`src/verilog/fetch_pkg.sv`:
```
// fetch unit package: line size, address and line types, fsm states, strobe and cache structs
package fetch_pkg;

   // bytes per cache line, also the width of the decode window
   localparam int LINE_BYTES = 16;

   // linear address or eip
   typedef logic [31:0] lin_addr_t;

   // code segment selector
   typedef logic [15:0] seg_t;

   // byte k of a line sits in bits 8k+7:8k, byte 0 is the lowest address
   typedef logic [8*LINE_BYTES-1:0] line_t;

   // instruction length in bytes
   typedef logic [3:0] instr_len_t;

   // fetch fsm states
   typedef enum logic [1:0] {
      st_idle,
      st_request,
      st_full
   } fetch_state_e;

   // control transfer, single cycle strobe
   typedef struct packed {
      logic      strobe;
      lin_addr_t eip;
      seg_t      cs;
   } redirect_t;

   // advance by len bytes, single cycle strobe
   typedef struct packed {
      logic       strobe;
      instr_len_t len;
   } consume_t;

   // request toward the icache, held until ready
   typedef struct packed {
      logic      en;
      lin_addr_t addr;
   } icache_req_t;

   // icache answer, data valid in the ready cycle
   typedef struct packed {
      logic  ready;
      line_t data;
   } icache_rsp_t;

endpackage

```
`src/verilog/byte_aligner.sv`:
```
// byte aligner: builds the 16-byte window from the line ring at the read pointer
`timescale 1ns/1ps

module byte_aligner #(
   parameter int NUM_LINES = 4
) (
   input  fetch_pkg::line_t             lines [NUM_LINES],
   input  logic [$clog2(NUM_LINES)+3:0] rd_ptr,
   output fetch_pkg::line_t             window
);

   localparam int IDX_W  = $clog2(NUM_LINES);
   localparam int LINE_W = 8 * fetch_pkg::LINE_BYTES;

   logic [3:0]          byte_off;
   logic [IDX_W-1:0]    line_idx;
   logic [2*LINE_W-1:0] pair_sh [NUM_LINES];
   fetch_pkg::line_t    rot [NUM_LINES];

   // low bits pick the byte, upper bits pick the line
   assign byte_off = rd_ptr[3:0];
   assign line_idx = rd_ptr[IDX_W+3:4];

   // first level, each line shifted together with its successor
   for (genvar j = 0; j < NUM_LINES; j++) begin : g_pair
      // successor sits above so byte order follows the ring
      assign pair_sh[j] = {lines[(j + 1) % NUM_LINES], lines[j]} >> {byte_off, 3'b000};
      assign rot[j]     = pair_sh[j][LINE_W-1:0];
   end

   // second level, the pair holding the read pointer
   assign window = rot[line_idx];

endmodule

```
`src/verilog/fetch_ctrl.sv`:
```
// fetch controller: request fsm, fetch address, ring occupancy and line write control
`timescale 1ns/1ps

module fetch_ctrl #(
   parameter int NUM_LINES = 4
) (
   input  logic                         CLK,
   input  logic                         rst_n,
   input  fetch_pkg::redirect_t         redirect,
   input  fetch_pkg::consume_t          consumed,
   input  fetch_pkg::icache_rsp_t       icache_rsp,
   output fetch_pkg::icache_req_t       icache_req,
   output logic                         line_wr_strobe,
   output logic [$clog2(NUM_LINES)-1:0] line_wr_idx,
   output fetch_pkg::line_t             line_wr_data,
   output logic                         window_valid
);

   localparam int IDX_W = $clog2(NUM_LINES);
   // occupancy runs 0 to NUM_LINES*16 inclusive
   localparam int OCC_W = IDX_W + 5;
   localparam logic [OCC_W-1:0] RING_BYTES = OCC_W'(NUM_LINES * fetch_pkg::LINE_BYTES);
   localparam logic [OCC_W-1:0] STEP = OCC_W'(fetch_pkg::LINE_BYTES);

   fetch_pkg::fetch_state_e state;
   fetch_pkg::lin_addr_t    fetch_addr;
   fetch_pkg::lin_addr_t    redirect_lin;
   logic [IDX_W-1:0]        wr_idx;
   logic [OCC_W-1:0]        occ;
   logic [OCC_W-1:0]        occ_nxt;
   logic                    line_done;
   logic                    room;

   // linear address is eip plus cs shifted up by 16
   assign redirect_lin = redirect.eip + {redirect.cs, 16'h0000};

   // request only in st_request, and withdrawn in a redirect cycle
   assign icache_req.en   = (state == fetch_pkg::st_request) && !redirect.strobe;
   assign icache_req.addr = fetch_addr;
   assign line_done       = icache_req.en && icache_rsp.ready;

   // returned line goes straight into the next ring slot
   assign line_wr_strobe = line_done;
   assign line_wr_idx    = wr_idx;
   assign line_wr_data   = icache_rsp.data;

   // fill and drain at the same edge
   always_comb begin
      occ_nxt = occ;
      if (line_done) begin
         occ_nxt = occ_nxt + STEP;
      end
      if (consumed.strobe) begin
         occ_nxt = occ_nxt - OCC_W'(consumed.len);
      end
   end

   // another line fits without overwriting unread bytes
   assign room = (occ_nxt + STEP) <= RING_BYTES;

   always_ff @(posedge CLK or negedge rst_n) begin
      if (!rst_n) begin
         state        <= fetch_pkg::st_idle;
         fetch_addr   <= '0;
         wr_idx       <= '0;
         occ          <= '0;
         window_valid <= 1'b0;
      end else if (redirect.strobe) begin
         // flush the ring and restart at the new address
         state        <= fetch_pkg::st_request;
         fetch_addr   <= redirect_lin;
         wr_idx       <= '0;
         occ          <= '0;
         window_valid <= 1'b0;
      end else begin
         occ          <= occ_nxt;
         window_valid <= (occ_nxt >= STEP);
         if (line_done) begin
            fetch_addr <= fetch_addr + 32'(fetch_pkg::LINE_BYTES);
            wr_idx     <= wr_idx + 1'b1;
         end
         case (state)
            fetch_pkg::st_request: begin
               // keep en up back to back while there is room
               if (line_done && !room) begin
                  state <= fetch_pkg::st_full;
               end
            end
            fetch_pkg::st_full: begin
               if (room) begin
                  state <= fetch_pkg::st_request;
               end
            end
            default: begin
               // idle until a redirect
               state <= fetch_pkg::st_idle;
            end
         endcase
      end
   end

endmodule

```
`src/verilog/fetch_unit.sv`:
```
// fetch unit top level: controller, line ring, byte aligner and read tracker
`timescale 1ns/1ps

module fetch_unit #(
   parameter int NUM_LINES = 4
) (
   input  logic                   CLK,
   input  logic                   rst_n,
   input  fetch_pkg::redirect_t   redirect,
   input  fetch_pkg::consume_t    advance,
   output fetch_pkg::icache_req_t icache_req,
   input  fetch_pkg::icache_rsp_t icache_rsp,
   output fetch_pkg::line_t       window,
   output logic                   window_valid,
   output fetch_pkg::lin_addr_t   eip_out
);

   localparam int IDX_W = $clog2(NUM_LINES);

   // advances that the read tracker let through
   fetch_pkg::consume_t consumed;

   // line write port into the ring
   logic             line_wr_strobe;
   logic [IDX_W-1:0] line_wr_idx;
   fetch_pkg::line_t line_wr_data;

   fetch_pkg::line_t lines [NUM_LINES];
   logic [IDX_W+3:0] rd_ptr;

   fetch_ctrl #(
      .NUM_LINES (NUM_LINES)
   ) i_fetch_ctrl (
      .CLK            (CLK),
      .rst_n          (rst_n),
      .redirect       (redirect),
      .consumed       (consumed),
      .icache_rsp     (icache_rsp),
      .icache_req     (icache_req),
      .line_wr_strobe (line_wr_strobe),
      .line_wr_idx    (line_wr_idx),
      .line_wr_data   (line_wr_data),
      .window_valid   (window_valid)
   );

   line_buffer #(
      .NUM_LINES (NUM_LINES)
   ) i_line_buffer (
      .CLK            (CLK),
      .rst_n          (rst_n),
      .line_wr_strobe (line_wr_strobe),
      .line_wr_idx    (line_wr_idx),
      .line_wr_data   (line_wr_data),
      .lines          (lines)
   );

   byte_aligner #(
      .NUM_LINES (NUM_LINES)
   ) i_byte_aligner (
      .lines  (lines),
      .rd_ptr (rd_ptr),
      .window (window)
   );

   read_tracker #(
      .NUM_LINES (NUM_LINES)
   ) i_read_tracker (
      .CLK          (CLK),
      .rst_n        (rst_n),
      .redirect     (redirect),
      .advance      (advance),
      .window_valid (window_valid),
      .consumed     (consumed),
      .rd_ptr       (rd_ptr),
      .eip_out      (eip_out)
   );

endmodule

```
`src/verilog/line_buffer.sv`:
```
// ring of fetched line registers with a single write port
`timescale 1ns/1ps

module line_buffer #(
   parameter int NUM_LINES = 4
) (
   input  logic                         CLK,
   input  logic                         rst_n,
   input  logic                         line_wr_strobe,
   input  logic [$clog2(NUM_LINES)-1:0] line_wr_idx,
   input  fetch_pkg::line_t             line_wr_data,
   output fetch_pkg::line_t             lines [NUM_LINES]
);

   localparam int IDX_W = $clog2(NUM_LINES);

   for (genvar i = 0; i < NUM_LINES; i++) begin : g_line
      logic wr_en;

      // slot select from the write index
      assign wr_en = line_wr_strobe && (line_wr_idx == IDX_W'(i));

      always_ff @(posedge CLK or negedge rst_n) begin
         if (!rst_n) begin
            lines[i] <= '0;
         end else if (wr_en) begin
            lines[i] <= line_wr_data;
         end
      end
   end

endmodule

```
`src/verilog/read_tracker.sv`:
```
// read tracker: read pointer and current eip, advance acceptance
`timescale 1ns/1ps

module read_tracker #(
   parameter int NUM_LINES = 4
) (
   input  logic                         CLK,
   input  logic                         rst_n,
   input  fetch_pkg::redirect_t         redirect,
   input  fetch_pkg::consume_t          advance,
   input  logic                         window_valid,
   output fetch_pkg::consume_t          consumed,
   output logic [$clog2(NUM_LINES)+3:0] rd_ptr,
   output fetch_pkg::lin_addr_t         eip_out
);

   localparam int PTR_W = $clog2(NUM_LINES) + 4;

   logic accept;

   // redirect wins over an advance in the same cycle
   assign accept = advance.strobe && window_valid && !redirect.strobe;

   // accepted step goes on to the controller for occupancy
   assign consumed.strobe = accept;
   assign consumed.len    = advance.len;

   always_ff @(posedge CLK or negedge rst_n) begin
      if (!rst_n) begin
         rd_ptr  <= '0;
         eip_out <= '0;
      end else if (redirect.strobe) begin
         rd_ptr  <= '0;
         eip_out <= redirect.eip;
      end else if (accept) begin
         // pointer wraps within the ring by its width
         rd_ptr  <= rd_ptr + PTR_W'(advance.len);
         eip_out <= eip_out + 32'(advance.len);
      end
   end

endmodule
```
`config.mk`:
```
export PLATFORM = sky130hd
export DESIGN_NAME = fetch_unit
export DESIGN_NICKNAME = d
export VERILOG_FILES = /design/src/verilog/fetch_pkg.sv /design/src/verilog/byte_aligner.sv /design/src/verilog/fetch_ctrl.sv /design/src/verilog/fetch_unit.sv /design/src/verilog/line_buffer.sv /design/src/verilog/read_tracker.sv
export SDC_FILE = /design/constraint.sdc
export NUM_CORES = 2
export LEC_CHECK = 0
export BUFFER_PORTS_ARGS = -buffer_cell sky130_fd_sc_hd__clkbuf_2
export CAP_MARGIN = 15
export CELL_PAD_IN_SITES_DETAIL_PLACEMENT = 0
export CELL_PAD_IN_SITES_GLOBAL_PLACEMENT = 1
export CORE_MARGIN = 5
export CORE_UTILIZATION = 45
export DETAILED_ROUTE_END_ITERATION = 7
export PLACE_DENSITY_LB_ADDON = 0.2
export SYNTH_ARGS = -nofsm -noshare
export SYNTH_HDL_FRONTEND = slang
export SYNTH_SLANG_ARGS = --single-unit
```
`constraint.sdc`:
```
create_clock -name CLK -period 3.6 [get_ports CLK]
set_clock_uncertainty 0.15 [all_clocks]
set_input_delay 0.54 -clock CLK [delete_from_list [all_inputs] [get_ports CLK]]
set_output_delay 0.54 -clock CLK [all_outputs]
set_load 0.05 [all_outputs]
```
# [After elaboration in Yosys (flattened, before gate mapping)]
# Cells that the tools add are included.
[op_classes] add_sub_neg=8 magnitude_cmp=3 muxes=19 bitwise=1 eq_ne=7 shifts=4 n_reduce_logical=15
[ops] op="256-bit by 7-bit >> shifter with 128-bit output" n=4
[ops] op="128-bit binary-select mux with 2-bit select" n=1
[ops] op="128-bit two-way mux" n=2
[ops] op="32-bit two-way mux" n=4
[ops] op="32-bit adder" n=1
[ops] op="32-bit by 4-bit adder with 32-bit output" n=1
[ops] op="32-bit by 5-bit adder with 32-bit output (second input constant)" n=1
[ops] op="7-bit two-way mux" n=3
[ops] op="7-bit by 5-bit adder with 7-bit output (second input constant)" n=2
[ops] op="6-bit two-way mux" n=2
[ops] op="2-bit two-way mux" n=5
[ops] op="1-bit logical AND" n=9
[ops] op="7-bit by 5-bit greater-or-equal comparator with 1-bit output (second input constant)" n=1
[ops] op="7-bit less-or-equal comparator (second input constant)" n=1
[ops] op="7-bit by 4-bit subtractor with 7-bit output" n=1
[ops] op="6-bit by 4-bit adder with 6-bit output" n=1
[ops] op="2-bit equality test (second input constant)" n=3
[ops] op="2-bit by 1-bit equality test with 1-bit output (second input constant)" n=2
[ops] op="2-bit case mux with 2 select lines" n=1
[ops] op="2-bit nonzero test" n=2
[ops] op="3-bit greater-or-equal comparator (second input constant)" n=1
[ops] op="3-bit by 2-bit inequality test with 1-bit output (second input constant)" n=1
[ops] op="3-bit inequality test (second input constant)" n=1
[ops] op="2-bit NOT with 3-bit output" n=1
[ops] op="other kinds (5)" n=6
[totals] wordCells=68 input_bits=185 ff_bits=594 output_inout_bits=194

# [Longest topological paths before layout]
[logic_depth] depth_word=13 mapped_depth=12 ltp_nobuf=10

# [Modules after synthesis]
# Synthesis repeated with hierarchy kept, for this count alone.
[hier_totals] cells_unflattened=4957 area_unflattened_um2=55667.1
[modules_own_cells] module="byte_aligner" instances=1 seq_area_each_um2=0.0 area_each_um2=30007.5 cells_per_inst=3116
[modules_own_cells] module="line_buffer" instances=1 seq_area_each_um2=12812.3 area_each_um2=19008.2 cells_per_inst=1084
[modules_own_cells] module="fetch_ctrl" instances=1 seq_area_each_um2=1101.1 area_each_um2=4284.1 cells_per_inst=494
[modules_own_cells] module="read_tracker" instances=1 seq_area_each_um2=950.9 area_each_um2=2367.3 cells_per_inst=263

# [Worst setup path after synthesis]
# OpenSTA, ideal clock, no wires.
[synth_path] path_kind="register -> output" from="reg i_read_tracker.rd_ptr[0]" to="out window[1]" t_required_ps=2910 path_slack_ps=95 path_stages_with_launch=12 arrival_ps=2815 path_buffers=6 cell_sequence="dfrtp_1 clkbuf_1 buf_4 inv_1 buf_2 buf_2 buf_2 clkbuf_1 o21ai_0 mux2i_1 o21ai_0 o221ai_1"
[synth_via] elab_chain_cells=4 word_cells_on_any_way=7 cone_classes="shift (4); mux (3)"
[synth_lines] element="start: declaration" line="read_tracker.sv:13" source="output logic [$clog2(NUM_LINES)+3:0] rd_ptr,"
[synth_lines] element="start signal: assignment" line="read_tracker.sv:37" source="rd_ptr <= rd_ptr + PTR_W'(advance.len);"
[synth_lines] element="256-bit by 7-bit >> shifter with 128-bit output" line="byte_aligner.sv:27" source="assign pair_sh[j] = {lines[(j + 1) % NUM_LINES], lines[j]} >> {byte_off, 3'b000};"
[synth_lines] element="128-bit binary-select mux with 2-bit select (*)" line="byte_aligner.sv:32" source="assign window = rot[line_idx];"
[synth_lines] element="128-bit two-way mux (not written as such) (*) (2 in a row)" line="byte_aligner.sv:32"
[synth_lines] element="end: declaration" line="fetch_unit.sv:13" source="output fetch_pkg::line_t window,"
# Every way passes the cells marked *; elsewhere a longest branch is shown, timed or not. The select of a mux whose other input is x is not followed.

# [Worst setup path in the final report]
[layout_path] from="reg i_read_tracker.rd_ptr[1]" to="out window[68]"
# Same word-level chain as after synthesis.

==> impl_results.md <==
- Post-Route WL: 184 mm
- Gr usage total: 33.5%
- Status: finished with violations
- Final Critical Period: between 3 and 4 ns
- Violated checks: negative setup slack
- Chip Width: 325 µm
- Mapped Area: around 0.045 mm²
- R2R Path Start: i_read_tracker.eip_out[0]
- Cell count after placement: 5,894
- Min-delay src: icache_rsp[105]
- IO buf count: ~380
- Flops & latches, synth: 594
- Cell Pwr Density: 884 mW/mm²
- Num CTS Buffers: 71
- Hold depth: 2
- CP Capture Type: output port
- Final ANT Viol Nets: 0
- WP data required: 2.91 ns
- Post-synth ARST share: 100%
- Area delta synth->final: 29.0%
- Antenna violations before repair: 62
- Max IR drop VDD: 0.540 mV
- Final setup viols: 128
- Final HPWL from detailed placement: 140 mm
- Max Freq: 253 MHz
- R2R Setup Slk: 0.58 ns
- Gr ovfl total: 0
- Vias per inst: between 6 and 7
- Critical path type: flop to output port
- Share of layout cells above drive strength 1: a little over two fifths
- Syn. warnings: 0
- Post-synth top area share: 33.3%
- Largest area contributor in the netlist: dfrtp_1
- Post-synth EDFFs: 0
- Total power: a little over 50 mW
- Syn Nets: approximately 4.6k
- Number of library cell types mapped by synthesis: 65
- RR Endpoint: i_read_tracker.eip_out[30]
- Dpl ws: 0.0941 ns
- Slew @ Worst Pin: around 0.84 ns
- Die Height: roughly 330 µm
- Die area: roughly 0.11 mm²
- Max Cap Viol: 0
- Ports: 379
- Worst Reg2Reg Path Length in Cells: 10
- Clock Sinks: 594
- CTS Root Cell: clkbuf_16
- RSZ-0062 raised after global routing: yes
- Mapped Cells: 4,341
- TritonRoute pass-1 iters: 6
- Slack of the critical path: -0.360 ns
- Net count, final: 5,043
- Initial DRC Count: 3,967
- Vias in the first global route: 38.0k
- FILL cells: 8,390
- Crit path DAT: 3.27 ns
- Worst setup SP type: flop
- CTS clk-pin slew, worst paths: 0.06 ns
- Wirelength per Cell: 29.7 µm
- TritonCTS clock tree: built
- Slew Limit Fails: 0
- Headroom to the max-slew limit: 43.7%
- Post-synthesis sequential area ratio: 33.3%
- RePlAce Congestion: 0.999
- Top cells by count, synth: 647 x nand2_1, 594 x dfrtp_1, 591 x mux2_2
- Timing startpoint of the critical path: i_read_tracker.rd_ptr[1]
- Worst min path class: primary input to flop
- Ys flop type: dfrtp_1
- Clock Latency Late Sink: 0.63 ns
- Final Cycle Share: 110%
- Initial Util: a little under half
- Final Hold Fails: 0
- Synth top area cells: dfrtp_1 33%, mux2_2 15%, mux4_2 14%, mux2i_1 9.1%, nand2_1 5.4%
- Layout Cells excl Fill: 6,195
- Mapped Avg Cell Area: 10.3 µm²
- FP Rows: between 100 and 150
- Largest net degree at the start of global routing: 97
- Clock buffer depth: 3
- First-pass GRT wire length: 267 mm
- Via count: 39.5k
- DRC: 0
- Critical Path Fanout Max: 18
- Top-count cell post-synth: nand2_1
- Core Box Area: 0.0984 mm²
- Pleak: approximately 24 nW
- Worst hold endpoint: i_line_buffer.lines[233]
- CTS HTree Levels: 3
[routing by layer]
layer | global-route usage (%) | wire length [µm]
met2 | 51.2 | 82300
met5 | 0 | 10
met1 | 45.5 | 74600
met4 | 14.0 | 8690
met3 | 8.47 | 18200
[power by group]
group	switching, mW	total, mW	internal, mW
Combinational	16.3	30.2	13.8
Clock	3.06	7.73	4.66
Sequential	3.69	13.1	9.37
Total	23.1	51.0	27.9
[worst max-delay path: stages (launching register included)]
cell and delay, ns:
dfrtp_4 0.53, buf_12 0.20, buf_16 0.18, mux2i_2 0.18, mux2i_1 0.24, inv_1 0.06, mux4_2 0.52, o22a_1 0.23
o221ai_2 0.12, buf_6 0.20, buf_12 0.14
[kinds of logic (layout without fill, tap and decap cells)]
family	after synthesis	count (layout)	share of synthesized area, %
buffers and inverters	437	970	3.97
multiplexers	1272	1272	37.8
adder cells (fa/ha/maj)	37	37	1.10
AO/OA/AOI/OAI	873	873	12.7
AND/OR/NAND/NOR	1058	1058	9.77
other	0	34	0
XOR/XNOR	70	70	1.39
flip-flops	594	594	33.3
[sequential cells by signal (all words and copies together) (netlist names)]
register and cells:
i_read_tracker.rd_ptr 6, i_fetch_ctrl.line_wr_idx 2, i_read_tracker.eip_out 32, i_fetch_ctrl.fetch_addr 32
i_fetch_ctrl.window_valid 1, i_line_buffer.lines 512, i_fetch_ctrl.occ 7, i_fetch_ctrl.state 2
[metrics by stage]
step	hold slack, ns	util, %	cell area (µm²)	TNS [ns]
CTS	0.00466	56.7	55800	-35.34
finish	0.0226	58.6	57700	-30.76
floorplan	0.0944	-	44700	0
global placement	0.359	51.7	50900	0
global route	0.0341	58.6	57600	-40.42
detailed placement	0.374	51.7	50900	0
[worst max-delay path by stage]
stage / end / slack (ns) / cells after the start
final: window[68] / -0.36 / 10
after global routing: window[68] / -0.42 / 10
after CTS: window[100] / -0.37 / 10
after detailed placement: window[68] / 0.09 / 9
after global placement: window[3] / 0.11 / 10
after floorplan: window[1] / 0.1 / 11
[layout by cell type, fill, tap and decap left out, types with 37 or more instances in the layout]
master     Yosys  routed
mux4_2       273     273
buf_4          3     230
clkbuf_2       0     248
buf_12         0     146
mux2i_1      408     331
clkbuf_16      0      88
o21ai_0      359     176
o22a_1       127     127
buf_6          1      49
nand3_1       56      56
o21ai_1        1     125
inv_1         47      45
o21ai_2        0      52
mux2i_2        0      70
a21oi_1      142     104
mux2_2       591     590
o221ai_1     129      50
dfrtp_1      594     590
nor2_1       225     221
xnor2_1       37      37
nand2_1      647     630
o221ai_2       0      63
[timing repair]
item	CTS	global route
setup endpoints to repair	128	128
pin swaps	37	84
gates cloned	16	10
setup buffers	41	50
hold buffers	30	0
endpoints found under the hold margin	102	0
resized for setup	366	377
[layout make-up]
cell class	count	area (µm²)	area share, %
timing repair inverter	1	11.3	0.0195
clock inverter	27	405	0.703
inverter	48	214	0.371
tap	1287	1610	2.79
sequential	594	14900	25.8
antenna	34	85.1	0.148
clock buffer	99	2070	3.58
multi-input combinational	3310	29700	51.5
timing repair buffer	795	8710	15.1
No activity file was read; power rests on OpenSTA's default activity.
